[src/labo_pkg.sv]
`default_nettype none
// --------------------
// labo shared definitions
// bus cycle and video structs, region and phase enums,
// colour bar table and idle bus value
// --------------------

package labo_pkg;

	// --------------------
	// cpu bus
	// --------------------
	typedef struct packed {
		logic			mreq_n;		// memory cycle
		logic			iorq_n;		// i/o cycle
		logic			rd_n;
		logic			wr_n;
		logic	[15:0]	addr;
		logic	[7:0]	wdata;		// write side of the data bus
	} cpu_bus_t;					// 28 bits

	// upper two address bits select the region
	typedef enum logic [1:0] {
		REGION_ROM	= 2'b00,		// 0000h to 3fffh
		REGION_NONE	= 2'b01,		// middle 32k, nothing mapped
		REGION_RAM	= 2'b11			// c000h to ffffh
	} mem_region_e;

	// value seen when no slave drives the bus
	localparam logic [7:0] IDLE_RDATA = 8'hFF;

	// --------------------
	// video
	// --------------------
	typedef struct packed {
		logic	hs;
		logic	vs;
		logic	de;
	} video_sync_t;

	typedef struct packed {
		logic	[7:0]	r;
		logic	[7:0]	g;
		logic	[7:0]	b;
	} rgb_t;

	// phases of one line, in scan order
	typedef enum logic [1:0] {
		HP_ACTIVE,
		HP_FRONT,
		HP_SYNC,
		HP_BACK
	} h_phase_e;

	// phases of one frame, in scan order
	typedef enum logic [1:0] {
		VP_ACTIVE,
		VP_FRONT,
		VP_SYNC,
		VP_BACK
	} v_phase_e;

	// bar i: bit 2 red, bit 1 green, bit 0 blue
	localparam rgb_t BAR_COLOURS [0:7] = '{
		24'h000000,		// black
		24'h0000FF,		// blue
		24'h00FF00,		// green
		24'h00FFFF,		// cyan
		24'hFF0000,		// red
		24'hFF00FF,		// magenta
		24'hFFFF00,		// yellow
		24'hFFFFFF		// white
	};

endpackage

`default_nettype wire

[src/gpio_port.sv]
`timescale 1ns/1ps
`default_nettype none
// --------------------
// gpio port
// i/o mapped, 8-bit output latch and 8-bit input read
// --------------------

module gpio_port
	import labo_pkg::*;
#(
	parameter logic [7:0]	IO_ADDR = 8'h10
)(
	input	logic			clk_pixel,
	input	logic			ff_reset_n,
	input	cpu_bus_t		cpu_bus,
	input	logic	[7:0]	gpi,
	output	logic	[7:0]	q,
	output	logic			q_en,
	output	logic	[7:0]	gpo
);
	logic			w_sel;
	logic	[7:0]	ff_q;
	logic			ff_q_en;
	logic	[7:0]	ff_gpo;

	// z80 puts the port number on a[7:0]
	assign w_sel	= !cpu_bus.iorq_n && ( cpu_bus.addr[7:0] == IO_ADDR );

	// --------------------
	// output latch
	// --------------------
	always_ff @( posedge clk_pixel ) begin
		if( !ff_reset_n ) begin
			ff_gpo <= 8'h00;
		end
		else if( w_sel && !cpu_bus.wr_n ) begin
			ff_gpo <= cpu_bus.wdata;
		end
	end

	// --------------------
	// input read
	// --------------------
	always_ff @( posedge clk_pixel ) begin
		if( !ff_reset_n ) begin
			ff_q_en <= 1'b0;
		end
		else begin
			ff_q_en <= w_sel && !cpu_bus.rd_n;		// one clock behind the read
		end
	end

	always_ff @( posedge clk_pixel ) begin
		if( w_sel && !cpu_bus.rd_n ) begin
			ff_q <= gpi;							// sampled with the strobe
		end
	end

	assign q		= ff_q;
	assign q_en		= ff_q_en;
	assign gpo		= ff_gpo;
endmodule

`default_nettype wire

[config.mk]
export PLATFORM = sky130hd
export DESIGN_NAME = gpio_port
export DESIGN_NICKNAME = d
export VERILOG_FILES = /design/src/labo_pkg.sv /design/src/gpio_port.sv
export SDC_FILE = /design/constraint.sdc
export NUM_CORES = 1
export LEC_CHECK = 0
export ABC_AREA = 1
export BUFFER_PORTS_ARGS = -buffer_cell sky130_fd_sc_hd__buf_2
export CAP_MARGIN = 20
export CORE_MARGIN = 2
export CORE_UTILIZATION = 41
export CTS_CLUSTER_SIZE = 10
export DETAILED_ROUTE_END_ITERATION = 12
export HOLD_SLACK_MARGIN = 0.03
export PLACE_DENSITY_LB_ADDON = 0.25
export SETUP_SLACK_MARGIN = 0.05
export SYNTH_ARGS = -nofsm -noshare
export SYNTH_HDL_FRONTEND = slang
export SYNTH_SLANG_ARGS = --single-unit
[constraint.sdc]
create_clock -name clk_pixel -period 2.7 [get_ports clk_pixel]
set_input_delay 0.405 -clock clk_pixel [delete_from_list [all_inputs] [get_ports clk_pixel]]
set_output_delay 0.405 -clock clk_pixel [all_outputs]
set_load 0.02 [all_outputs]
# Yosys cells after proc, flatten, opt, wreduce, memory -nomap -nowiden
# Index checks and enable logic that the tools add are counted.
[op_classes]
eq_ne = 1
reduce_logical = 6
[ops]
columns = ["cell", "n"]
rows = [
  ["8-bit by 5-bit == test with 1-bit output, second input constant", 1],
  ["1-bit logical AND", 3],
  ["1-bit logical NOT", 3],
]
[word_totals]
regBits = 17
output_inout_bits = 17
elab_cells = 10

# Longest topological paths before layout
[logic_depth]
ltp_word = 3
ltp_mapped = 7

# Worst setup path before layout
# Ideal clock, no wire load.
[synth_timing]
path_type = "input to register"
start = "in cpu_bus[8] (netlist bit)"
end = "reg ff_q[0], in the netlist q[0], enable pin"
setup_ns = 0.371
t_arrival_ns = 1.246
required_ns = 2.329
slack_ns = 1.083
stages = 3
path_buffers = 0
cell_sequence = "nor3_4 -> nand2_1 -> nor2_1"
[synth_via]
elab_chain_len = 3
[synth_lines]
columns = ["element", "line", "source"]
rows = [
  ["start, declared", "gpio_port.sv:15", "input cpu_bus_t cpu_bus,"],
  ["8-bit by 5-bit == test with 1-bit output", "gpio_port.sv:27", "assign w_sel = !cpu_bus.iorq_n && ( cpu_bus.addr[7:0] == IO_ADDR );"],
  ["1-bit logical AND", "gpio_port.sv:27", ""],
  ["1-bit logical AND", "gpio_port.sv:54", "if( w_sel && !cpu_bus.rd_n ) begin"],
  ["end signal, assigned", "gpio_port.sv:55", "ff_q <= gpi;"],
  ["end, declared", "gpio_port.sv:22", "logic [7:0] ff_q;"],
]
# Every way passes these cells.
# A chain may end at the register's enable or synchronous reset.

# Worst setup path after layout
[layout_timing]
start = "in cpu_bus[8] (netlist bit)"
end = "reg ff_q[6], in the netlist q[6], enable pin"
# Same word-level chain as after synthesis.

==> impl_results.md <==
* Top-level port count at 55
* Final Max Tran Viols at 0
* Initial antenna violation count at 0
* Final Hold Viols at 0
* Fill count at 166
* Top Family by Delay on Critical Path: simple AND/OR/NAND/NOR gates
* Final critical-path share of the clock period at 60.1%
* Ratio of cells with drive above 1 in the final layout at 38.8%
* DIE AREA at 2150 sq um
* Crit-path max FO at 10
* Share of the synthesized area in the top cell type at 32.6%
* Iter 0 DRT Violations at 7
* Die height at 46.4 microns
* Syn_area_per_cell at 8.57 sq um
* Crit start category: input pin
* Vias in the first global route at 552
* Post-Layout Cell Count at 159
* Final core utilization at 59.6%
* Clk slew on worst S/H paths at 0.10 ns
* Post-Synthesis Cells at 86
* Int Power at 343 uW
* # Max-Cap Violations at 0
* Minimum clock period at 1.62 ns
* Status: finished, final reports clean
* LEAKAGE at 0.531 nW
* Ant. Diodes at 0
* CTS buffer count at 3
* Final net count at 173
* Final setup skew at 0 ns
* RSZ-0062 raised after global routing: false
* Initial core utilization at 43.2%
* # clock sinks at 17
* Synth area leaders: edfxtp_1, dfxtp_1, inv_1
* Highest clock rate at 616 MHz
* Total power at 439 uW
* Peak VDD IR at 0.224 mV
* Clock Path Buffers at 2
* Post-CTS Hold Buffers at 0
* I/O Buffers at 45
* Worst endpoint required time at 2.63 ns
* Root Buffer: clkbuf_4
* Setup Total Neg Slack at 0 ns
* Clock power frac at 30.3%
* Area of the multi-input gates at 215 sq um
* Worst path cell trace: buf_2, nor3_4, nand2_1, nor2_1
* Skew-Pair Late Insertion Delay at 0.28 ns
* Max incr delay on CP at 0.50 ns
* Slew @ Worst Pin at 0.631 ns
* Switch Pwr at 95.8 uW
* CP Class: in2reg
* Setup Buffers After CTS at 0
* Vias at 651
* Final ANT Viol Nets at 0
* Area leader, netlist: edfxtp_1
* Row Count at 15
* Syn. warnings at 0
* Core area at 1710 sq um
* Largest net degree at the start of global routing at 11
* Synth cell types at 12
* Synth Cell Area at 737 sq um
* Worst EP arrival at 1.55 ns
* Seq cells post-synth at 17
* GRT Total Usage at 14.0%
* WP buf/inv at 1
* Clock tree from TritonCTS: done
* H-tree depth at 1
* Switching share of power at 21.8%
* Flop2flop setup slack at 2.09 ns
* P&R area growth vs syn at 38.0%
* Syn_nets at 124
* First-pass GRT wire length at 2080 microns
* GRT overflow at 0
* PwrDens at 431 nW/um^2
* Post-DR wirelength/cell at 8.61 microns
* Final setup violation count at 0
* WL final at 1370 microns
* Max stage delay cell, worst path: nor2_1
* Register area share after synthesis at 57.0%
* Combinational share of power at 8.3%
* Seq pwr share at 61.4%
* Post_cts resized at 0
* Cells after DPL at 155
* DIE WIDTH at 46.4 microns
* DR pass1 iterations at 4
* DRC errors left at 0
* Gpl congestion at 0.693
* Register area at 420 sq um
* Rel. slew slack at 57.7%
* Dpl hpwl at 1050 microns
* Routed vias/inst at 4.09
* Hold Crit Class: in2reg
* Worst setup EP type: flop
path summary, 6_finish.rpt:
kind                                           from                  end  depth (start not counted)
worst min-delay path                    cpu_bus[25]      q_en$_SDFF_PN0_                          2
worst max-delay path                     cpu_bus[8]       q[6]$_DFFE_PP_                          4
worst min register to register  gpo[7]$_SDFFE_PN0P_  gpo[7]$_SDFFE_PN0P_                          4
worst max register to register  gpo[3]$_SDFFE_PN0P_  gpo[3]$_SDFFE_PN0P_                          4
cell families after synthesis:
| kind of cell | after synthesis | synth area share, % |
|---|---|---|
| AND/OR/NAND/NOR | 42 | 29.2 |
| buffers and inverters | 27 | 13.8 |
| flip-flops | 17 | 57.0 |
Yosys cell counts, drive strengths merged:
cell type	instances
nand2	19
nor2	12
nor3b	1
clkinv	1
inv	25
nand3	1
edfxtp	8
dfxtp	9
nand4	8
buf	1
nor3	1
sequential cells by signal, indices dropped and copies added (netlist names):
register	flops
q_en	1
q	8
gpo	8
through the flow:
stage	cell area (sq um)	hold WS (ns)	setup slack [ns]
3_3_place_gp	990	0.492	0.810
2_1_floorplan	737	0.481	1.08
6_report	1020	0.277	1.08
3_5_place_dp	990	0.494	0.756
5_1_grt	1020	0.265	0.964
4_1_cts	1020	0.270	1.08
layout by cell type (no fill, tap or decap), drive strengths merged, types with 2 or more instances in the layout:
cell type and count:
inv 25, dfxtp 9, edfxtp 8, clkinv 2
nand2 19, clkbuf 3, nand4 8, buf 45
nor2 12
power groups by stage:
| stage | clock network, mW | registers (mW) | logic (mW) |
|---|---|---|---|
| 5_1_grt | 0.148 | 0.270 | 0.0409 |
| 4_1_cts | 0.139 | 0.269 | 0.0367 |
| 3_5_place_dp | 0 | 0.275 | 0.0367 |
| 3_3_place_gp | 0 | 0.275 | 0.0358 |
| 6_report | 0.133 | 0.269 | 0.0365 |
| 2_1_floorplan | 0 | 0.276 | 0.0136 |
area by class of cell:
class                   count  area share, %
repair buffers             45           22.1
well taps                  25           3.08
clock inverters             1          0.492
multi-input cells          42           21.2
inverters                  26           9.59
clock buffers               3           2.21
flip-flops and latches     17           41.3
layer usage:
| metal | vias up | GRT usage, % | wire (microns) |
|---|---|---|---|
| li1 | 354 | - | - |
| met3 | 4 | 2.75 | 98 |
| met5 | - | 0 | 0 |
| met4 | 0 | 8.57 | 27 |
| met2 | 29 | 25.0 | 670 |
| met1 | 264 | 14.7 | 573 |
No activity file was read; power rests on OpenSTA's default activity.
