--- src/labo_pkg.sv ---
`default_nettype none
// --------------------
// labo shared definitions
// bus cycle and video structs, region and phase enums,
// colour bar table and idle bus value
// --------------------

package labo_pkg;

	// --------------------
	// cpu bus
	// --------------------
	typedef struct packed {
		logic			mreq_n;		// memory cycle
		logic			iorq_n;		// i/o cycle
		logic			rd_n;
		logic			wr_n;
		logic	[15:0]	addr;
		logic	[7:0]	wdata;		// write side of the data bus
	} cpu_bus_t;					// 28 bits

	// upper two address bits select the region
	typedef enum logic [1:0] {
		REGION_ROM	= 2'b00,		// 0000h to 3fffh
		REGION_NONE	= 2'b01,		// middle 32k, nothing mapped
		REGION_RAM	= 2'b11			// c000h to ffffh
	} mem_region_e;

	// value seen when no slave drives the bus
	localparam logic [7:0] IDLE_RDATA = 8'hFF;

	// --------------------
	// video
	// --------------------
	typedef struct packed {
		logic	hs;
		logic	vs;
		logic	de;
	} video_sync_t;

	typedef struct packed {
		logic	[7:0]	r;
		logic	[7:0]	g;
		logic	[7:0]	b;
	} rgb_t;

	// phases of one line, in scan order
	typedef enum logic [1:0] {
		HP_ACTIVE,
		HP_FRONT,
		HP_SYNC,
		HP_BACK
	} h_phase_e;

	// phases of one frame, in scan order
	typedef enum logic [1:0] {
		VP_ACTIVE,
		VP_FRONT,
		VP_SYNC,
		VP_BACK
	} v_phase_e;

	// bar i: bit 2 red, bit 1 green, bit 0 blue
	localparam rgb_t BAR_COLOURS [0:7] = '{
		24'h000000,		// black
		24'h0000FF,		// blue
		24'h00FF00,		// green
		24'h00FFFF,		// cyan
		24'hFF0000,		// red
		24'hFF00FF,		// magenta
		24'hFFFF00,		// yellow
		24'hFFFFFF		// white
	};

endpackage

`default_nettype wire

--- src/video_timing.sv ---
`timescale 1ns/1ps
`default_nettype none
// --------------------
// video timing
// line and frame phase counters, registered sync and de,
// eight vertical colour bars over the active area
// --------------------

module video_timing
	import labo_pkg::*;
#(
	parameter int	H_ACTIVE	= 1280,
	parameter int	H_FRONT		= 110,
	parameter int	H_SYNC		= 40,
	parameter int	H_BACK		= 220,
	parameter int	V_ACTIVE	= 720,
	parameter int	V_FRONT		= 5,
	parameter int	V_SYNC		= 5,
	parameter int	V_BACK		= 20,
	parameter int	BAR_SHIFT	= 7
)(
	input	logic			clk_pixel,
	input	logic			ff_reset_n,
	output	video_sync_t	video_sync,
	output	rgb_t			video_rgb
);
	localparam int	H_TOTAL	= H_ACTIVE + H_FRONT + H_SYNC + H_BACK;
	localparam int	V_TOTAL	= V_ACTIVE + V_FRONT + V_SYNC + V_BACK;
	localparam int	H_CNT_W	= $clog2( H_TOTAL );
	localparam int	V_CNT_W	= $clog2( V_TOTAL );

	h_phase_e				ff_h_phase;
	v_phase_e				ff_v_phase;
	logic	[H_CNT_W-1:0]	ff_h_cnt;		// pixel x while active
	logic	[V_CNT_W-1:0]	ff_v_cnt;		// line y while active
	logic	[H_CNT_W-1:0]	w_h_end;
	logic	[V_CNT_W-1:0]	w_v_end;
	logic					w_h_last;
	logic					w_line_end;
	logic	[2:0]			w_bar;
	video_sync_t			ff_sync;
	rgb_t					ff_rgb;

	// last count of the current phase
	always_comb begin
		case( ff_h_phase )
			HP_ACTIVE:	w_h_end = H_CNT_W'( H_ACTIVE - 1 );
			HP_FRONT:	w_h_end = H_CNT_W'( H_FRONT - 1 );
			HP_SYNC:	w_h_end = H_CNT_W'( H_SYNC - 1 );
			default:	w_h_end = H_CNT_W'( H_BACK - 1 );
		endcase
		case( ff_v_phase )
			VP_ACTIVE:	w_v_end = V_CNT_W'( V_ACTIVE - 1 );
			VP_FRONT:	w_v_end = V_CNT_W'( V_FRONT - 1 );
			VP_SYNC:	w_v_end = V_CNT_W'( V_SYNC - 1 );
			default:	w_v_end = V_CNT_W'( V_BACK - 1 );
		endcase
	end

	assign w_h_last		= ( ff_h_cnt == w_h_end );
	assign w_line_end	= w_h_last && ( ff_h_phase == HP_BACK );

	// --------------------
	// horizontal fsm
	// --------------------
	always_ff @( posedge clk_pixel ) begin
		if( !ff_reset_n ) begin
			ff_h_phase	<= HP_ACTIVE;
			ff_h_cnt	<= '0;
		end
		else if( w_h_last ) begin
			ff_h_cnt	<= '0;
			case( ff_h_phase )
				HP_ACTIVE:	ff_h_phase <= HP_FRONT;
				HP_FRONT:	ff_h_phase <= HP_SYNC;
				HP_SYNC:	ff_h_phase <= HP_BACK;
				default:	ff_h_phase <= HP_ACTIVE;	// next line
			endcase
		end
		else begin
			ff_h_cnt	<= ff_h_cnt + 1'b1;
		end
	end

	// --------------------
	// vertical fsm
	// --------------------
	always_ff @( posedge clk_pixel ) begin
		if( !ff_reset_n ) begin
			ff_v_phase	<= VP_ACTIVE;
			ff_v_cnt	<= '0;
		end
		else if( w_line_end ) begin					// steps once per line
			if( ff_v_cnt == w_v_end ) begin
				ff_v_cnt	<= '0;
				case( ff_v_phase )
					VP_ACTIVE:	ff_v_phase <= VP_FRONT;
					VP_FRONT:	ff_v_phase <= VP_SYNC;
					VP_SYNC:	ff_v_phase <= VP_BACK;
					default:	ff_v_phase <= VP_ACTIVE;	// next frame
				endcase
			end
			else begin
				ff_v_cnt	<= ff_v_cnt + 1'b1;
			end
		end
	end

	// --------------------
	// outputs
	// --------------------
	assign w_bar	= 3'( ff_h_cnt >> BAR_SHIFT );	// bar index from x

	always_ff @( posedge clk_pixel ) begin
		if( !ff_reset_n ) begin
			ff_sync	<= '0;
		end
		else begin
			ff_sync.de	<= ( ff_h_phase == HP_ACTIVE ) && ( ff_v_phase == VP_ACTIVE );
			ff_sync.hs	<= ( ff_h_phase == HP_SYNC );
			ff_sync.vs	<= ( ff_v_phase == VP_SYNC );
		end
	end

	// same edge as de, black in blanking
	always_ff @( posedge clk_pixel ) begin
		if( ( ff_h_phase == HP_ACTIVE ) && ( ff_v_phase == VP_ACTIVE ) ) begin
			ff_rgb	<= BAR_COLOURS[w_bar];
		end
		else begin
			ff_rgb	<= '0;
		end
	end

	assign video_sync	= ff_sync;
	assign video_rgb	= ff_rgb;
endmodule

`default_nettype wire

--- config.mk ---
export PLATFORM = sky130hd
export DESIGN_NAME = video_timing
export DESIGN_NICKNAME = d
export VERILOG_FILES = /design/src/labo_pkg.sv /design/src/video_timing.sv
export SDC_FILE = /design/constraint.sdc
export NUM_CORES = 1
export LEC_CHECK = 0
export ABC_AREA = 1
export BUFFER_PORTS_ARGS = -buffer_cell sky130_fd_sc_hd__buf_2
export CAP_MARGIN = 20
export CORE_ASPECT_RATIO = 1.5
export CORE_MARGIN = 3
export CORE_UTILIZATION = 48
export CTS_CLUSTER_DIAMETER = 100
export DETAILED_ROUTE_END_ITERATION = 12
export HOLD_SLACK_MARGIN = 0.1
export PLACE_DENSITY_LB_ADDON = 0.12
export SYNTH_ARGS = -nofsm -noshare
export SYNTH_HDL_FRONTEND = slang
export SYNTH_SLANG_ARGS = --single-unit
--- constraint.sdc ---
create_clock -name clk_pixel -period 3.7 [get_ports clk_pixel]
set_input_delay 0 -clock clk_pixel [delete_from_list [all_inputs] [get_ports clk_pixel]]
set_output_delay 0 -clock clk_pixel [all_outputs]
set_load 0.005 [all_outputs]
=== Word level (Yosys, flattened, before mapping) ===
Memory sizes are Yosys's and may differ from the RTL's. A register that Yosys moved wholly into a read port is not among the register bits.
Cells that the tools add are included.

* Memory bits (writable): 0
* Memories kept: 1
* Word-level logic and storage cells: 32
* ROM bits: 192
* Bits of input ports: 2
* Output and inout bits: 27
* Bits in registers: 28
* Latch bits: 0

* $lt $le $gt $ge: 0
* Eq/ne operators: 7
* Shifts and indexed selects: 0
* Bitwise operators: 2
* Mux-type cells: 5
* Add/subtract/negate cells: 2
* Reduce and logical (&&, ||, !) cells: 8
* Multiply operators: 0
* Div/mod/pow operators: 0

{| class="wikitable"
|+ Memory list
! memory !! words !! bits a word !! rd ports !! clocked after Yosys merged registers in !! write ports !! RTL line !! text
|-
| (name not given) || 8 || 24 || 1 || 1 || 0 || video_timing.sv:128 || <nowiki>ff_rgb <= BAR_COLOURS[w_bar];</nowiki>
|}

{| class="wikitable"
|+ Operator list
! kind !! number
|-
| $pmux W11 S3 || 1
|-
| $pmux W10 S2 || 1
|-
| $pmux W2 S3 || 2
|-
| $add A11 B1 Y11 const B || 1
|-
| $eq A11 B11 Y1 || 1
|-
| $add A10 B1 Y10 const B || 1
|-
| $eq A10 B10 Y1 || 1
|-
| $mux W10 || 1
|-
| $eq A2 B2 Y1 const B || 3
|-
| $eq A2 B1 Y1 const B || 2
|-
| $logic_not A2 Y1 || 2
|-
| $not A3 Y4 || 1
|-
| $reduce_or A2 Y1 || 2
|-
| $logic_and A1 B1 Y1 || 2
|-
| $reduce_and A2 Y1 || 1
|-
| $logic_not A1 Y1 || 1
|-
| $not A1 Y1 || 1
|}

=== Depth between registers and ports, before layout ===
Gate-level depths: netlist (run 1).

* Depth after elaboration: 5
* Depth in mapped cells: 13

=== Worst setup path after synthesis (run 1) ===
OpenSTA, ideal clock, no wires.

* Path kind: register to register
* Start point: register ff_h_phase[0]
* End point: register ff_h_cnt[6]
* Path buffers: 1
* Setup time: 0.130 ns
* Data arrival time: 1.567 ns
* Slack: 2.003 ns
* Stages on the path, launching flop included: 11
* Clock period less this slack: 1.697 ns
* Path through: dfxtp_1 > inv_1 > ha_1 > inv_1 > nand2_1 > nand2_1 > nor2_2 > nand2_4 > o21ai_1 > buf_2 > a211oi_1

* Cells in the longest elaborated chain, start to end: 4

{| class="wikitable"
|+ Ends and longest elaborated chain
! item !! RTL line !! text
|-
| start, declared || video_timing.sv:32 || <nowiki>h_phase_e ff_h_phase;</nowiki>
|-
| start signal, assigned || video_timing.sv:68 || <nowiki>ff_h_phase <= HP_ACTIVE;</nowiki>
|-
| start signal, assigned || video_timing.sv:74 || <nowiki>HP_ACTIVE: ff_h_phase <= HP_FRONT;</nowiki>
|-
| start signal, assigned || video_timing.sv:75 || <nowiki>HP_FRONT: ff_h_phase <= HP_SYNC;</nowiki>
|-
| $eq A2 B2 Y1 (tied with other cells) || video_timing.sv:46 || <nowiki>case( ff_h_phase )</nowiki>
|-
| $pmux W11 S3 * || video_timing.sv:46 ||
|-
| $eq A11 B11 Y1 * || video_timing.sv:60 || <nowiki>assign w_h_last = ( ff_h_cnt == w_h_end );</nowiki>
|-
| $reduce_or A2 Y1 (no source line) * || - ||
|-
| end signal, assigned || video_timing.sv:81 || <nowiki>ff_h_cnt <= ff_h_cnt + 1'b1;</nowiki>
|-
| end, declared || video_timing.sv:34 || <nowiki>logic [H_CNT_W-1:0] ff_h_cnt;</nowiki>
|}

Every way passes the cells marked *; elsewhere a longest branch is shown, timed or not.
A chain may end at the register's enable or synchronous reset.

=== Worst setup path in the final report (run 1) ===
* Start point: register ff_h_phase[1]
* End point: register ff_h_cnt[8]

The elaborated chain is that of the path after synthesis.

==> run_results.csv, run 1 <==
group,metric,value,unit
final_layout,drive_gt1_share,12.4,%
clocking,clkSinkCount,31,
sta,skew,0.00707,ns
logic_synthesis,ys_top_cells_by_area,"dfxtp_1 (28%), nand2_1 (18%), nor2_1 (11%)",
final_layout,final_common_cell,"nand2_1",
detailed_routing,drt_iter0_drc,80,
global_route,grt_use_total,20.1,%
clocking,h-tree-depth,2,
global_route,grt_start_max_net_pins,17,
global_route,grt_pass1_vias,1843,
sta,fin_tns_setup,0,ns
final_layout,post-route-util,53.3,%
clocking,clkLatencyLatePin,0.28,ns
job,maxCapViolCount,0,
detailed_routing,drcViolationCount,0,
detailed_routing,wirelength,4.80,mm
floorplanning,initial_core_util,51.0,%
clocking,clockBufferDepth,2,
clocking,cts_tree,"built",
floorplanning,coreArea,4320,sq um
clocking,clk_pin_slew_worst_paths,0.06,ns
clocking,cts_made_buffers,5,
setup_path,crit_fanout,16,
logic_synthesis,synth_top_area_share,28.2,%
clocking,clock-root-buffer,"clkbuf_8",
logic_synthesis,syn-num-nets,372,
logic_synthesis,avgSynthCellArea,6.10,sq um
floorplanning,io_pins,29,
global_route,gr-total-overflow,0,
floorplanning,die_width,61.3,um
min_path,min_path_type,"register to register",
logic_synthesis,synth_seq_area_share,28.2,%
min_path,whs_endpoint,"ff_h_cnt[10]",
place,place_congestion,0.904,
logic_synthesis,synthCells,361,
global_route,grt_pass1_wl,8.25,mm
setup_path,r2r_cells,8,
floorplanning,die_area,5450,sq um
detailed_routing,ant_nets,0,
final_layout,insertedDiodeCount,0,
final_layout,nets,381,
sta,tightestPinTransition,0.775,ns
logic_synthesis,synth_top_area_cell,"dfxtp_1",
power_and_ir_drop,cellPowerDensity,266,nW/um^2
final_layout,final_area,2300,sq um
floorplanning,rows,29,
sta,final.min_clock_period,2.32,ns
logic_synthesis,synth.ff_latch_count,31,
place,io_buffer_count,28,
setup_path,reg2reg_slack,1.38,ns
clocking,cts_setup_buffers,0,
sta,hold_violations,0,
floorplanning,die_y,88.9,um
min_path,min_path_cells,2,
power_and_ir_drop,ir_worst_vdd,0.000255,V
outcome,status,"finished clean",
sta,relSlewSlack,48.0,%
setup_path,timing.rr.end,"ff_h_cnt[8]",
logic_synthesis,ys_warn_count,0,
setup_path,critPathRequiredTime,3.84,ns
detailed_routing,drtPass1Iterations,4,
detailed_routing,vias,2033,
setup_path,crit_arrival,2.46,ns
detailed_routing,via_per_inst,4.88,
global_route,antenna_found_initial,0,
sta,setup_viol,0,
final_layout,final_cell_mix,"nand2_1 (104), nor2_1 (63), inv_1 (49)",
setup_path,cp-end-kind,"register",
sta,timing.fmax,0.431,GHz
power_and_ir_drop,p_leak,1.21,nW
sta,final_max_slew_viol_count,0,
place,dp_hpwl,3.83,mm
detailed_routing,wl_per_cell,11.5,um
setup_path,worstSetupPathType,"register to register",
logic_synthesis,ys_types,25,
clocking,cts_resized,0,
final_layout,area_delta_synth_final,4.66,%
place,dpl-instance-area,2210,sq um
sta,period_share,62.7,%
setup_path,rr_startpoint,"ff_h_phase[1]",
clocking,hold_buffers,1,
sta,rsz0062_at_grt,"false",
min_path,worstHoldStart,"ff_h_cnt[10]",
setup_path,start_kind,"register",
logic_synthesis,synth.cell_area,2200,sq um
-- report_power, final --
group	total [W]	leakage, nW	internal [W]	switching (W)
clock	0.000253	0.0422	0.000132	0.000121
sequential	0.000341	0.251	0.000337	0.00000362
combinational	0.0000192	0.912	0.00000596	0.0000133
-- how the worst max path moves through the flow --
| stage | end | startpoint | slack (ns) |
|---|---|---|---|
| floorplan | ff_h_cnt[6] | ff_h_phase[0] | 2.00 |
| global placement | ff_h_cnt[8] | ff_h_phase[0] | 1.44 |
| detailed placement | ff_h_cnt[8] | ff_h_phase[0] | 1.37 |
| CTS | ff_h_cnt[4] | ff_h_phase[0] | 1.37 |
| global route | ff_h_cnt[6] | ff_h_phase[1] | 1.10 |
| finish | ff_h_cnt[8] | ff_h_phase[1] | 1.38 |
-- flip-flops by register name (all words and copies together) (netlist names) --
name and flops:
ff_v_cnt 10, ff_h_cnt 11, video_sync 3, ff_h_phase 2
video_rgb 3, ff_v_phase 2
-- stage by stage --
step,cells,power [W],hold slack (ns),setup WS (ns)
floorplan,361,0.000361,0.138,2.00
global placement,408,0.000367,0.377,1.44
detailed placement,408,0.000367,0.376,1.37
CTS,417,0.000623,0.496,1.37
global route,417,0.000637,0.538,1.10
finish,417,0.000613,0.489,1.38
-- synth_stat cells --
cell type and n:
a21oi_1 12, nand2_1 104, a211oi_1 1, xor2_1 5, nor2_1 63, nand3_2 2
buf_4 21, nor2_2 1, xnor2_1 4, nand2_2 1, nor2_4 2, nor3_4 1
inv_2 4, o21ai_0 10, nand3_1 24, inv_1 49, buf_2 5, ha_1 9
o21ai_1 2, clkbuf_1 1, nand4_1 3, nand2_4 1, nor3_1 4, dfxtp_1 31
nor3b_1 1
-- metal layers --
layer	GRT usage [%]	part of all wire, %	vias up	wire length [um]
met5	0	0	-	0
li1	-	-	1100	-
met2	37.3	55	17	2650
met1	22.4	42	908	2000
met4	6.51	1.5	0	72
met3	3.47	1.6	8	78
-- cell families (layout without fill, tap and decap cells) --
group	count (synthesis)	count (layout)	share of synthesized area (%)
AO/OA/AOI/OAI	25	25	5.80
buffers and inverters	80	90	17.5
flip-flops	31	31	28.2
XOR/XNOR	9	9	3.58
adder cells (fa/ha/maj)	9	9	5.12
AND/OR/NAND/NOR	207	207	39.8
-- area by class of cell --
class	instances	area, sq um
Clock inverter	1	5.00
Clock buffer	7	76.3
Multi-Input combinational cell	250	1190
Sequential cell	31	621
Timing Repair Buffer	29	150
Tap cell	46	57.6
Fill cell	459	2010
Inverter	53	199
-- critical path, stage by stage (launching register included) --
cell     delay, ns
dfxtp_1       0.37
ha_1          0.53
inv_2         0.15
nand2_1       0.12
nand2_2       0.07
nor2_4        0.11
nand2_4       0.09
o21ai_1       0.63
nor2_1        0.11
Note: power is estimated with default switching activity, not from simulation.
==> inputs of run 2 (changes only) <==
- clock period: 3.7 -> 2.1 ns (I/O delays scaled with it)
==> run 2 against run 1 <==
Highest routed layer unchanged. Critical path depth increased by 5. Non-clock buffer count increased by 5. Total power increased by 77%. Global-route usage increased by 0.21 points. Count of clock-buffer cells in the layout unchanged. Hold slack got worse by 0.0019 ns. First-iteration DRC count decreased by 16%. Register-to-register slack got worse by 1.1 ns. Critical path type unchanged.
==> run_results.csv, run 2 (synthesized netlist as in run 1, its figures left out) <==
group,metric,value,unit
clocking,cts_tree,"built",
final_layout,nets,386,
detailed_routing,drcViolationCount,0,
detailed_routing,wl_per_cell,11.8,um
global_route,gr-total-overflow,0,
clocking,h-tree-depth,2,
detailed_routing,drt_iter0_drc,67,
final_layout,n_fill_cell,473,
clocking,clkSinkCount,31,
final_layout,area_delta_synth_final,7.05,%
sta,fin_tns_setup,0,ns
place,place_congestion,1.02,
global_route,grt_pass1_vias,1899,
global_route,grt_start_max_net_pins,15,
setup_path,slowest_stage,"dfxtp_1",
detailed_routing,wirelength,4.99,mm
setup_path,worstSetupPathType,"register to register",
final_layout,final_common_cell,"nand2_1",
floorplanning,coreArea,4320,sq um
final_layout,drive_gt1_share,14.1,%
setup_path,cp_cell_sequence,"inv_1 -> ha_1 -> inv_2 -> nand2_1 -> nand2_1 -> nor2_4 -> nand2_4 -> inv_2 -> nand3_2 -> nand2_1 -> inv_1 -> nor2_1 -> nor2_1",
detailed_routing,ant_nets,0,
job,maxCapViolCount,0,
sta,holdWs,0.487,ns
clocking,clkLatencyLatePin,0.28,ns
floorplanning,die_y,88.9,um
detailed_routing,drtPass1Iterations,4,
sta,final.min_clock_period,1.85,ns
sta,period_share,88.0,%
floorplanning,initial_core_util,51.0,%
global_route,antenna_found_initial,0,
power_and_ir_drop,p_total,0.00108,W
clocking,clk_pin_slew_worst_paths,0.07,ns
power_and_ir_drop,cellPowerDensity,459,nW/um^2
clocking,cts_made_buffers,5,
final_layout,top_regs,"ff_h_cnt x11, ff_v_cnt x10",
floorplanning,die_area,5450,sq um
detailed_routing,vias,2071,
clocking,clockBufferDepth,2,
floorplanning,io_pins,29,
setup_path,reg2reg_slack,0.25,ns
sta,tightestPinTransition,0.315,ns
power_and_ir_drop,ir_worst_vdd,0.000379,V
detailed_routing,via_per_inst,4.91,
setup_path,start_kind,"register",
sta,skew,0.00854,ns
outcome,status,"finished clean",
setup_path,cp-end-kind,"register",
final_layout,regMostFlops,"ff_h_cnt",
global_route,grt_use_total,20.3,%
final_layout,insertedDiodeCount,0,
place,dp_hpwl,4.05,mm
sta,rsz0062_at_grt,"false",
sta,setup_viol,0,
sta,hold_violations,0,
setup_path,crit_arrival,2.02,ns
setup_path,path_buf_inv,4,
setup_path,crit_fanout,8,
sta,timing.fmax,0.541,GHz
setup_path,cp_top_family,"simple AND/OR/NAND/NOR gates",
min_path,min_path_type,"register to register",
clocking,cts_setup_buffers,0,
power_and_ir_drop,p_leak,1.23,nW
global_route,grt_pass1_wl,8.27,mm
floorplanning,die_width,61.3,um
sta,final_max_slew_viol_count,0,
sta,relSlewSlack,79.0,%
final_layout,final_cell_mix,"nand2_1 (104), nor2_1 (62), inv_1 (49)",
setup_path,critPathMaxStageDelay,0.34,ns
place,io_buffer_count,28,
final_layout,post-route-util,54.6,%
floorplanning,rows,29,
final_layout,largest_reg_flops,11,
setup_path,critPathRequiredTime,2.27,ns
setup_path,crit_top_cell,"nand2_1",
clocking,clock-root-buffer,"clkbuf_8",
[run 2: cell types whose count changed in the layout (fill, tap and decap cells not counted), sizes merged]
cell	change
buf	+5
[run 2: worst paths after layout]
path	from	endpoint	cells after the start
setup / recovery	ff_h_phase[0]	ff_v_cnt[9]	13
hold / removal	ff_h_cnt[10]	ff_h_cnt[10]	2
setup reg to reg	ff_h_phase[0]	ff_v_cnt[9]	13
hold reg to reg	ff_h_cnt[10]	ff_h_cnt[10]	2
[run 2: area by class of cell]
cell class              count  area, sq um  share of cell area [%]
well taps                  46         57.6                    2.44
clock buffers               7         76.3                    3.24
multi-input cells         250         1210                    51.4
repair buffers             34          188                    7.97
inverters                  53          199                    8.44
clock inverters             1         5.00                   0.212
flip-flops and latches     31          621                    26.3
[run 2: power by group]
group	internal (W)	switching (W)
clock network	0.000232	0.000215
registers	0.000594	0.00000613
logic	0.0000116	0.0000233
[run 2: metal layers]
layer,up-vias,GRT usage [%],wire (um)
met5,-,0,0
met4,0,10.3,173
met3,14,3.76,133
met2,33,38.4,2770
met1,919,20.1,1910
li1,1105,-,-
[run 2: tightest hold or removal path, cell delays in order, from the launching register on]
cell and delay, ns:
dfxtp_1 0.32, o21ai_0 0.07, a21oi_1 0.06
[run 2: repair_timing]
action / 4_1_cts / 5_1_grt
hold endpoints to repair: 8 / 0
endpoints found under the setup margin: 0 / 4
resized for setup: 0 / 2
hold buffers: 1 / 0
[run 2: per-stage QoR]
step           instances  worst slack (ns)  area (sq um)
2_1_floorplan        361             0.403          2200
3_3_place_gp         413             0.266          2250
3_5_place_dp         413             0.212          2250
4_1_cts              422             0.190          2340
5_1_grt              422            0.0336          2360
6_report             422             0.251          2360
