<file path="config.mk">
export PLATFORM = sky130hd
export DESIGN_NAME = labo_bus_fabric
export DESIGN_NICKNAME = d
export VERILOG_FILES = /design/src/labo_pkg.sv /design/src/labo_bus_fabric.sv
export SDC_FILE = /design/constraint.sdc
export NUM_CORES = 1
export LEC_CHECK = 0
export CELL_PAD_IN_SITES_DETAIL_PLACEMENT = 1
export CELL_PAD_IN_SITES_GLOBAL_PLACEMENT = 2
export CORE_ASPECT_RATIO = 1.1
export CORE_MARGIN = 3
export CORE_UTILIZATION = 22
export DETAILED_ROUTE_END_ITERATION = 6
export DONT_BUFFER_PORTS = 1
export MAX_ROUTING_LAYER = met4
export PLACE_DENSITY_LB_ADDON = 0.12
export SETUP_SLACK_MARGIN = 0.4
export SLEW_MARGIN = 5
export SYNTH_ARGS = -nofsm -noshare
export SYNTH_HDL_FRONTEND = slang
export SYNTH_SLANG_ARGS = --single-unit
</file>
<file path="constraint.sdc">
create_clock -name clk_pixel -period 0.9 [get_ports clk_pixel]
set_clock_uncertainty 0.15 [all_clocks]
set_input_delay 0.09 -clock clk_pixel [delete_from_list [all_inputs] [get_ports clk_pixel]]
set_output_delay 0.09 -clock clk_pixel [all_outputs]
set_load 0.01 [all_outputs]
</file>
<file path="src/labo_pkg.sv">
`default_nettype none
// --------------------
// labo shared definitions
// bus cycle and video structs, region and phase enums,
// colour bar table and idle bus value
// --------------------

package labo_pkg;

	// --------------------
	// cpu bus
	// --------------------
	typedef struct packed {
		logic			mreq_n;		// memory cycle
		logic			iorq_n;		// i/o cycle
		logic			rd_n;
		logic			wr_n;
		logic	[15:0]	addr;
		logic	[7:0]	wdata;		// write side of the data bus
	} cpu_bus_t;					// 28 bits

	// upper two address bits select the region
	typedef enum logic [1:0] {
		REGION_ROM	= 2'b00,		// 0000h to 3fffh
		REGION_NONE	= 2'b01,		// middle 32k, nothing mapped
		REGION_RAM	= 2'b11			// c000h to ffffh
	} mem_region_e;

	// value seen when no slave drives the bus
	localparam logic [7:0] IDLE_RDATA = 8'hFF;

	// --------------------
	// video
	// --------------------
	typedef struct packed {
		logic	hs;
		logic	vs;
		logic	de;
	} video_sync_t;

	typedef struct packed {
		logic	[7:0]	r;
		logic	[7:0]	g;
		logic	[7:0]	b;
	} rgb_t;

	// phases of one line, in scan order
	typedef enum logic [1:0] {
		HP_ACTIVE,
		HP_FRONT,
		HP_SYNC,
		HP_BACK
	} h_phase_e;

	// phases of one frame, in scan order
	typedef enum logic [1:0] {
		VP_ACTIVE,
		VP_FRONT,
		VP_SYNC,
		VP_BACK
	} v_phase_e;

	// bar i: bit 2 red, bit 1 green, bit 0 blue
	localparam rgb_t BAR_COLOURS [0:7] = '{
		24'h000000,		// black
		24'h0000FF,		// blue
		24'h00FF00,		// green
		24'h00FFFF,		// cyan
		24'hFF0000,		// red
		24'hFF00FF,		// magenta
		24'hFFFF00,		// yellow
		24'hFFFFFF		// white
	};

endpackage

`default_nettype wire

</file>
<file path="src/labo_bus_fabric.sv">
`timescale 1ns/1ps
`default_nettype none
// --------------------
// labo bus fabric
// memory region decode into rom and ram selects,
// read data register fed by all bus slaves
// --------------------

module labo_bus_fabric
	import labo_pkg::*;
(
	input	logic			clk_pixel,
	input	logic			ff_reset_n,
	input	cpu_bus_t		cpu_bus,
	output	logic			rom_cs_n,
	output	logic			ram_cs_n,
	input	logic	[7:0]	rom_rdata,
	input	logic			rom_rdata_en,
	input	logic	[7:0]	ram_rdata,
	input	logic			ram_rdata_en,
	input	logic	[7:0]	gpio_q,
	input	logic			gpio_q_en,
	output	logic	[7:0]	rdata
);
	mem_region_e	w_region;
	logic	[7:0]	ff_rdata;

	// --------------------
	// region decode
	// --------------------
	always_comb begin
		case( cpu_bus.addr[15:14] )
			2'b00:		w_region = REGION_ROM;
			2'b11:		w_region = REGION_RAM;
			default:	w_region = REGION_NONE;		// 4000h to bfffh
		endcase
	end

	// selects follow mreq_n inside their own region only
	assign rom_cs_n	= ( w_region == REGION_ROM ) ? cpu_bus.mreq_n : 1'b1;
	assign ram_cs_n	= ( w_region == REGION_RAM ) ? cpu_bus.mreq_n : 1'b1;

	// --------------------
	// read data register
	// --------------------
	always_ff @( posedge clk_pixel ) begin
		if( !ff_reset_n ) begin
			ff_rdata <= IDLE_RDATA;
		end
		else if( cpu_bus.rd_n ) begin
			ff_rdata <= IDLE_RDATA;			// bus released, float high
		end
		else if( rom_rdata_en ) begin
			ff_rdata <= rom_rdata;
		end
		else if( ram_rdata_en ) begin
			ff_rdata <= ram_rdata;
		end
		else if( gpio_q_en ) begin
			ff_rdata <= gpio_q;
		end
		else begin
			ff_rdata <= ff_rdata;			// hold for the rest of the cycle
		end
	end

	assign rdata	= ff_rdata;
endmodule

`default_nettype wire

</file>
# Word-level counts from Yosys, hierarchy flattened
# Cells that the tools add are included.
[op_classes] n_eq_ne=2 n_mux=6 n_bitwise=1 n_reduce_logical=4
[op_table] op="two-way mux 8 bit" n=3
[op_table] op="equality test 2 bit (second input constant)" n=2
[op_table] op="zero test 2 bit" n=2
[op_table] op="one-hot mux 2 bit (2 select lines)" n=1
[op_table] op="nonzero test 3 bit" n=1
[op_table] op="two-way mux 1 bit" n=2
[op_table] op="OR reduction 2 bit" n=1
[op_table] op="NOT 1 bit" n=1
[totals] regBits=8 inputBits=57 out_inout_bits=10

# Logic depth before layout (Yosys ltp)
# Gate-level depths: netlist (run 1).
[logic_depth] ltp_word=4 depth_mapped=4 ltp_nobuf=3

# Least setup slack after synthesis (run 1)
# Ideal clock, no wire load.
[synth_timing] kind="input to register" startpoint="input port rom_rdata_en" endpoint="register ff_rdata[0] (netlist: rdata[0])" setup_ps=127 arrival_ps=722 required_ps=623 setup_slack_ps=-99 stages=4 path_buffers=2 path_cell_list="buf_2 -> buf_2 -> a221oi_1 -> o21ai_1"
[synth_via] elab_chain_len=1 word_cells_on_any_way=2 classes_between="mux: 1; reduce/logical: 1"
[synth_lines] element="start: declaration" line="labo_bus_fabric.sv:18" source="input logic rom_rdata_en,"
[synth_lines] element="nonzero test 3 bit (no line) or two-way mux 8 bit (tied branches)"
[synth_lines] element="end signal: assignment" line="labo_bus_fabric.sv:54" source="ff_rdata <= rom_rdata;"
[synth_lines] element="end signal: assignment" line="labo_bus_fabric.sv:57" source="ff_rdata <= ram_rdata;"
[synth_lines] element="end signal: assignment" line="labo_bus_fabric.sv:60" source="ff_rdata <= gpio_q;"
[synth_lines] element="end: declaration" line="labo_bus_fabric.sv:26" source="logic [7:0] ff_rdata;"
# Parallel ways exist; a longest one is shown, timed or not.
# A chain may end at the register's enable or synchronous reset.

# Worst setup path after layout (run 1)
[layout_timing] startpoint="register ff_rdata[0] (netlist: rdata[0])" endpoint="output port rdata[0]"
[layout_rtl] element="end: declaration" line="labo_bus_fabric.sv:23" source="output logic [7:0] rdata"
# No word-level cell between the ends.

==> metrics.md, run 1 <==
| Metric | Value |
|---|---|
| Status | finished, violations left |
| Violated checks | negative hold slack, negative setup slack |
| Period utilisation layout | 104.7% |
| Top sig layer | met4 |
| Reg power frac | approximately half |
| Hold_ws | -0.2264 ns |
| Post-synth top area share | a little over a third |
| Area grow syn2layout | 44.85% |
| Crit-path leading delay family | flip-flops |
| Worst path cell trace | buf_6 |
| WL met1 | 632 um |
| DR iter-0 viols | 0 |
| Core Area | approximately 0.0019 mm^2 |
| P_int | a little over 0.6 mW |
| Number of flip-flops in the largest register | 8 |
| Die H | ~53 um |
| Critical Path End Type | primary output |
| Fin nets | about 120 |
| Wire per inst | roughly 17 um |
| Mapped Cells | 48 |
| Vias | about 450 |
| CTS root buffer | clkbuf_4 |
| Row cnt | 16 |
| GPL Wtd Cong | 0.7090 |
| Slowest-stage cell, CP | dfxtp_2 |
| Placed cells | between 80 and 90 |
| # DRC | 0 |
| Final Instance Count excl. Fillers | between 80 and 90 |
| Routed Antenna Nets | 0 |
| CP Class | reg -> out |
| Post-DP Area | 568.0 um^2 |
| Critical Path Max Stage Delay | approximately 0.35 ns |
| Worst-Margin Slew | slightly above 0.5 ns |
| Crit Path Max Fanout | 2 |
| Unrepaired setup endpoints after global routing | true |
| Ranking of synthesized cells by area | dfxtp_1 (36%), a221oi_1 (16%), and3b_2 (13%) |
| DR WL met3 | ~120 um |
| Setup violators final | 8 |
| Clock share of power | 33.2% |
| Syn Nets | around 110 |
| Postcts setup bufs | 0 |
| Netlist cell types | 14 |
| Largest net degree at the start of global routing | 18 |
| Proportion of power drawn by combinational gates | around 18% |
| Bufs and invs on worst path | 1 |
| Syn Std Cell Area | 449.2 um^2 |
| Pwr per Cell Area | around 1300 mW/mm^2 |
| Max Cap Viol | 0 |
| CP arrival | about 0.70 ns |
| Diode count | 0 |
| Switching share of power | between 20% and 30% |
| Final hold viol count | 8 |
| Crit start category | register |
| Die width | between 40 and 50 um |
| Reg clk slew, reported paths | approximately 0.060 ns |
| Critical Path RT | around 0.66 ns |
| Initial core utilization | roughly 24% |
| Overflow after GRT | 0 |
| TritonCTS Buffers | 3 |
| Max VDD drop | approximately 0.00039 V |
| Count of input and output buffers | 0 |
| Sinks on Clock Net | 8 |
| #FFs+latches synth | 8 |
| Commonest non-fill, non-tap cells in the layout | a21oi_1 (8), a221oi_2 (8), o21ai_1 (8), buf_6 (8), dfxtp_2 (8) |
| P_leak | roughly 0.25 nW |
| Die area | 0.002620 mm^2 |
| Final min period | ~0.94 ns |
| HP Class | in -> reg |
| Final WL | between 1000 and 1500 um |
| Smallest setup slack after layout | -0.04214 ns |
| Vias in the first global route | between 400 and 500 |
| Final Cell Area | between 600 and 700 um^2 |
| Synth warn | 0 |
| Share of cells above drive strength 1 | 64.91% |
| CTS tree | yes |
| Number of iterations in the first detailed-routing pass | 1 |
| CTS H-Tree Depth | 1 |
| Met2 WL | 641 um |
| Synth Area per Inst | between 9 and 10 um^2 |
| Worst relative slew slack | around two thirds |
| Seq/Total Area, Yosys | 35.65% |
| Pins Over Slew Limit | 0 |
| Via density per instance | 5.298 |
| Worst-skew pair later-pin latency | 0.25 ns |
| Achievable frequency | about 1100 MHz |
| Clock Tree Buf Depth | 2 |
| Initial antenna violation count | 0 |
| Yosys top cell by area | dfxtp_1 |
| First-pass GRT wire length | 2159 um |
| # IOs | 67 |
| Gr usage total | between 10 and 15% |
| Sw power | ~0.20 mW |
[through the flow]
| stage | hold WS (ns) | util (%) | total power, mW | TNS, ns | setup slack [ns] |
|---|---|---|---|---|---|
| floorplan | 0.06588 | - | 0.5138 | 0 | 0.002803 |
| global placement | 0.03763 | 30.51 | 0.5230 | -0.5870 | -0.08895 |
| detailed placement | 0.03913 | 30.51 | 0.5282 | -0.9902 | -0.1526 |
| CTS | -0.2337 | 34.95 | 0.8303 | -0.3348 | -0.05039 |
| global route | -0.2325 | 34.95 | 0.8536 | -0.7021 | -0.06802 |
| finish | -0.2264 | 34.95 | 0.8153 | -0.2247 | -0.04214 |
[layout make-up]
type                            count  area (um^2)
Clock buffer                        3        22.52
Tap cell                           27        33.78
Timing Repair Buffer               10        105.1
Fill cell                         214         1211
Multi-Input combinational cell     36        319.1
Sequential cell                     8        170.2
[what timing repair did]
item | 4_1_cts | 5_1_grt
pin swaps | 3 | 0
endpoints found under the hold margin | 8 | 8
resized for setup | 16 | 0
setup endpoints to repair | 18 | 18
[synthesized netlist by cell type]
cell type	instances
o21ai_1	3
nand3b_1	1
o21ai_0	5
buf_2	2
a221oi_1	8
and3b_2	6
and3b_1	2
nand2b_1	1
dfxtp_1	8
buf_6	1
nor3_4	1
buf_1	1
or3_1	1
a21oi_1	8
[per-layer routing]
| metal | global-route usage [%] | vias to the layer above |
|---|---|---|
| met3 | 2.817 | 2 |
| li1 | - | 211 |
| met5 | - | - |
| met4 | 8.531 | 0 |
| met1 | 13.23 | 203 |
| met2 | 16.52 | 29 |
[cells by family after synthesis]
kind of cell	share of synthesized area (%)
compound gates	33.43
simple gates	25.35
buf+inv	5.570
flops	35.65
[power by group through the flow]
stage | logic [mW] | registers (mW) | clock network, mW
floorplan | 0.109 | 0.405 | 0
detailed placement | 0.132 | 0.396 | 0
finish | 0.149 | 0.396 | 0.271
global route | 0.163 | 0.398 | 0.292
CTS | 0.152 | 0.396 | 0.283
global placement | 0.128 | 0.395 | 0
[path summary, 6_finish.rpt]
path                                    from  endpoint  slack (ns)  depth (start not counted)
worst min register to register      rdata[4]  rdata[4]        0.33                          2
worst max register to register      rdata[3]  rdata[3]           0                          2
worst max-delay path                rdata[0]  rdata[0]       -0.04                          1
worst min-delay path            rom_rdata_en  rdata[1]       -0.23                          1
Note: power is estimated with default switching activity, not from simulation.
==> inputs of run 2 (changes only) <==
--- a/config.mk
+++ b/config.mk
@@ -14,7 +14,7 @@
 export DONT_BUFFER_PORTS = 1
 export MAX_ROUTING_LAYER = met4
 export PLACE_DENSITY_LB_ADDON = 0.12
-export SETUP_SLACK_MARGIN = 0.4
+export SETUP_SLACK_MARGIN = 0.02
 export SLEW_MARGIN = 5
 export SYNTH_ARGS = -nofsm -noshare
 export SYNTH_HDL_FRONTEND = slang
==> run 2 against run 1 <==
  * The flow still finishes with violations (negative hold slack, negative setup slack)
  * Critical path type unchanged
  * Flip-flop and latch count unchanged
  * Power decreased by 0.37%
  * Count of clock-buffer cells in the layout unchanged
  * Final cell count stayed put
  * Global-route usage is 0.12 points higher
  * Fmax grew 0.28%
  * Via count fell by 2.9%
==> metrics.md, run 2 (same netlist as run 1, synthesis figures left out) <==
| Metric | Value |
|---|---|
| Gr usage total | 11.36% |
| # DRC | 0 |
| Smallest setup slack after layout | -0.03952 ns |
| CTS tree | yes |
| Crit-path leading delay family | flip-flops |
| Via density per instance | slightly above 5 |
| Status | finished, violations left |
| Worst-skew pair later-pin latency | roughly 0.25 ns |
| Core Area | about 0.0019 mm^2 |
| Routed Antenna Nets | 0 |
| Final Cell Area | 645.6 um^2 |
| HP Class | in -> reg |
| Count of input and output buffers | 0 |
| Crit start category | register |
| Worst path cell trace | buf_6 |
| Critical Path RT | roughly 0.66 ns |
| Wire per inst | roughly 16 um |
| Initial antenna violation count | 0 |
| Crit Path Max Fanout | 2 |
| Overflow after GRT | 0 |
| Pins Over Slew Limit | 0 |
| Vias in the first global route | around 450 |
| Postcts setup bufs | 0 |
| Period utilisation layout | 104.4% |
| Clock Tree Buf Depth | 2 |
| Number of flip-flops in the largest register | 8 |
| Largest net degree at the start of global routing | 18 |
| Layout fillers | roughly 220 |
| Reg clk slew, reported paths | 0.05 ns |
| Number of iterations in the first detailed-routing pass | 2 |
| Bufs and invs on worst path | 1 |
| Hold_ws | -0.2322 ns |
| CP arrival | 0.70 ns |
| Achievable frequency | about 1100 MHz |
| Worst-Margin Slew | roughly 0.47 ns |
| Die H | approximately 53 um |
| Unrepaired setup endpoints after global routing | true |
| CTS H-Tree Depth | 1 |
| Final hold viol count | 8 |
| Share of cells above drive strength 1 | between 60 and 70% |
| Final min period | roughly 0.94 ns |
| Critical Path Max Stage Delay | approximately 0.34 ns |
| Max Cap Viol | 0 |
| Diode count | 0 |
| Critical Path End Type | primary output |
| Pwr per Cell Area | around 1300 mW/mm^2 |
| Vias | between 400 and 500 |
| First-pass GRT wire length | between 2000 and 2500 um |
| Fin nets | about 120 |
| P_leak | about 0.25 nW |
| Area grow syn2layout | 43.73% |
| Row cnt | 16 |
| Slowest-stage cell, CP | dfxtp_2 |
| # IOs | 67 |
| Violated checks | negative hold slack, negative setup slack |
| Worst relative slew slack | 68.79% |
| TritonCTS Buffers | 3 |
| Setup violators final | 9 |
| Die area | 0.002620 mm^2 |
| Max VDD drop | 0.0004750 V |
| GPL Wtd Cong | a little under 0.7 |
| Final Core Density | between 30% and 40% |
| DR iter-0 viols | 8 |
| Commonest non-fill, non-tap cells in the layout | a21oi_1 (8), a221oi_2 (8), o21ai_1 (8), buf_6 (8), dfxtp_2 (8) |
| Die width | between 40 and 50 um |
| Final WL | around 1400 um |
| CTS root buffer | clkbuf_4 |
| Post-DP Area | roughly 550 um^2 |
| Initial core utilization | between 20% and 30% |
| CP Class | reg -> out |
| Sinks on Clock Net | 8 |
-- run 2: cell counts in the layout (fill, tap and decap cells not counted) --
Identical to the previous run, type by type.
-- run 2: path summary, 6_finish.rpt --
check | startpoint | to | slack, ns | cells past startpoint
min reg2reg | rdata[1] | rdata[1] | 0.33 | 2
max reg2reg | rdata[2] | rdata[2] | -0.02 | 2
max | rdata[6] | rdata[6] | -0.04 | 1
min | rom_rdata_en | rdata[6] | -0.23 | 1
-- run 2: metal layers --
metal  routed length [um]  track usage [%]  up-vias
li1                     -                -      210
met1                  550            11.89      187
met2                  653            16.96       31
met3                  123            3.380        4
met4                   36            11.37        0
met5                    0                -        -
-- run 2: worst reg2reg max path, stage by stage (launching register included) --
cell and delay, ns:
dfxtp_2 0.32, a221oi_2 0.22, o21ai_1 0.11
-- run 2: per-stage QoR --
step	std cells	setup slack (ns)	hold slack, ns	setup TNS [ns]	total power [mW]
5_1_grt	84	-0.07994	-0.2448	-0.8606	0.8795
6_report	84	-0.03952	-0.2322	-0.2831	0.8123
3_3_place_gp	81	-0.07793	0.04186	-0.4221	0.5144
3_5_place_dp	81	-0.1617	0.04538	-0.8132	0.5182
4_1_cts	84	-0.05131	-0.2383	-0.3967	0.8271
2_1_floorplan	48	-0.001743	0.07031	-0.01032	0.4976
-- run 2: final cells by class --
| class | instances | area [um^2] | area share (%) |
|---|---|---|---|
| flip-flops and latches | 8 | 170.2 | 26.36 |
| multi-input cells | 36 | 314.1 | 48.64 |
| repair buffers | 10 | 105.1 | 16.28 |
| clock buffers | 3 | 22.52 | 3.488 |
| well taps | 27 | 33.78 | 5.233 |
-- run 2: what timing repair did --
item	CTS	global route
setup endpoints to repair	16	16
endpoints found under the hold margin	8	8
pin swaps	2	0
resized for setup	22	0
-- run 2: report_power, final --
group | leakage [nW] | total (mW) | internal (mW) | switching, mW
combinational | 0.173 | 0.145 | 0.0872 | 0.0573
clock | 0.0138 | 0.271 | 0.152 | 0.119
sequential | 0.0632 | 0.396 | 0.379 | 0.0170
==> inputs of run 3 (changes only) <==
--- a/config.mk
+++ b/config.mk
@@ -10,10 +10,11 @@
 export CORE_ASPECT_RATIO = 1.1
 export CORE_MARGIN = 3
 export CORE_UTILIZATION = 22
+export CTS_CLUSTER_SIZE = 10
 export DETAILED_ROUTE_END_ITERATION = 6
 export DONT_BUFFER_PORTS = 1
 export MAX_ROUTING_LAYER = met4
-export PLACE_DENSITY_LB_ADDON = 0.12
+export PLACE_DENSITY_LB_ADDON = 0.1
 export SETUP_SLACK_MARGIN = 0.02
 export SLEW_MARGIN = 5
 export SYNTH_ARGS = -nofsm -noshare
==> run 3 against run 2 <==
  * The run still ends with negative hold slack, negative setup slack left
  * Global-route usage shrank 0.055 points
  * Utilization is the same
  * Register-to-register slack is essentially flat
  * Design area is the same
  * Via count shrank 1.2%
  * Critical path depth is the same
  * Flip-flop and latch count is the same
  * Wire length grew 2.3%
  * First-iteration DRC count shrank 75%
  * Clock power shrank 4%
  * Sequential share of layout area is the same
  * Critical path type unchanged
  * Critical endpoint is now rdata[0]
  * Largest cell class unchanged
==> metrics.md, run 3 (same netlist as run 1, synthesis figures left out) <==
| Metric | Value |
|---|---|
| Crit-path leading delay family | flip-flops |
| GPL Wtd Cong | 0.6718 |
| # DRC | 0 |
| Sinks on Clock Net | 8 |
| Die width | a little under 50 um |
| Critical Path End Type | primary output |
| CP arrival | 0.69 ns |
| Final Core Density | between 30% and 40% |
| Postcts setup bufs | 0 |
| Hold_ws | -0.2168 ns |
| Final WL | between 1000 and 1500 um |
| Violated checks | negative hold slack, negative setup slack |
| Reg clk slew, reported paths | approximately 0.05 ns |
| Max VDD drop | around 0.00031 V |
| CP Class | reg -> out |
| Pre-CTS WS | -0.1700 ns |
| Status | finished, violations left |
| Worst path cell trace | buf_6 |
| Critical Path RT | around 0.66 ns |
| Routed Antenna Nets | 0 |
| Via density per instance | 5.083 |
| P_leak | between 0.2 and 0.25 nW |
| Smallest setup slack after layout | -0.03039 ns |
| Diode count | 0 |
| Gr usage total | 11.30% |
| Number of iterations in the first detailed-routing pass | 3 |
| Bufs and invs on worst path | 1 |
| HP Class | in -> reg |
| Pins Over Slew Limit | 0 |
| Layout fillers | about 220 |
| Count of input and output buffers | 0 |
| Met1 Track Usage GR | 13.26% |
| Critical Path Max Stage Delay | 0.34 ns |
| DR iter-0 viols | 2 |
| Area grow syn2layout | 43.73% |
| Clock Tree Buf Depth | 2 |
| Register area | between 150 and 200 um^2 |
| Worst-Margin Slew | between 0.4 and 0.5 ns |
| Wire per inst | roughly 17 um |
| CTS root buffer | clkbuf_4 |
| Crit start category | register |
| Met2 usage | a little under a fifth |
| Final min period | 0.9304 ns |
| Core Area | 0.001862 mm^2 |
| Most Used Layer, Global Route | met2 |
| Worst-skew pair later-pin latency | between 0.2 and 0.25 ns |
| First-pass GRT wire length | 2187 um |
| Pwr per Cell Area | 1245 mW/mm^2 |
| # IOs | 67 |
| Number of flip-flops in the largest register | 8 |
| Setup violators final | 11 |
| TritonCTS Buffers | 3 |
| Unrepaired setup endpoints after global routing | true |
| CTS tree | yes |
| Largest net degree at the start of global routing | 18 |
| Initial antenna violation count | 0 |
| Final hold viol count | 8 |
| Commonest non-fill, non-tap cells in the layout | a21oi_1 (8), a221oi_2 (8), o21ai_1 (8), buf_6 (8), dfxtp_2 (8) |
| Worst relative slew slack | about two thirds |
| Footprint of the multi-input gates | between 300 and 400 um^2 |
| Max Cap Viol | 0 |
| Period utilisation layout | 103.4% |
| R2R Setup Slk | -0.01 ns |
| Achievable frequency | ~1100 MHz |
| Overflow after GRT | 0 |
| Met3 GRT Util | 2.254% |
| Crit Path Max Fanout | 2 |
| Die H | 53.39 um |
| CTS H-Tree Depth | 1 |
| Share of cells above drive strength 1 | between 60% and 70% |
| Vias in the first global route | between 400 and 500 |
| Fin nets | approximately 120 |
| Slowest-stage cell, CP | dfxtp_2 |
| Initial core utilization | roughly 24% |
| Die area | around 0.0026 mm^2 |
| Row cnt | 16 |
| Vias | ~430 |
[run 3: through the flow]
stage | std cells | power, mW | area [um^2] | hold WS (ns) | TNS, ns
6_report | 84 | 0.8038 | 645.6 | -0.2168 | -0.2048
5_1_grt | 84 | 0.8625 | 645.6 | -0.2347 | -0.8373
4_1_cts | 84 | 0.8214 | 645.6 | -0.2251 | -0.3522
3_5_place_dp | 81 | 0.5215 | 545.5 | 0.04542 | -0.9905
3_3_place_gp | 81 | 0.5149 | 545.5 | 0.04187 | -0.4029
2_1_floorplan | 48 | 0.4976 | 475.5 | 0.07031 | -0.01032
[run 3: where the power goes]
| group | internal (mW) | total [mW] | leakage [nW] | switching [mW] |
|---|---|---|---|---|
| sequential | 0.379 | 0.396 | 0.0632 | 0.0173 |
| combinational | 0.0873 | 0.146 | 0.173 | 0.0591 |
| clock | 0.152 | 0.261 | 0.0138 | 0.109 |
[run 3: timing repair]
item / 4_1_cts / 5_1_grt
endpoints found under the hold margin: 8 / 8
gates resized for setup: 22 / 0
setup endpoints to repair: 16 / 16
pin swaps: 2 / 0
[run 3: layer usage]
metal,wire length (um),share of wire (%)
met2,730,52
met5,0,0
met1,569,41
met4,0,0
met3,95,6.8
[run 3: worst paths after layout]
path         cells after the start    startpoint  endpoint
max reg2reg                      2      rdata[0]  rdata[0]
min                              1  rom_rdata_en  rdata[7]
max                              1      rdata[0]  rdata[0]
min reg2reg                      2      rdata[3]  rdata[3]
[run 3: final cells by class]
cell class	count	area share, %
multi-input cells	36	48.64
flip-flops and latches	8	26.36
repair buffers	10	16.28
well taps	27	5.233
clock buffers	3	3.488
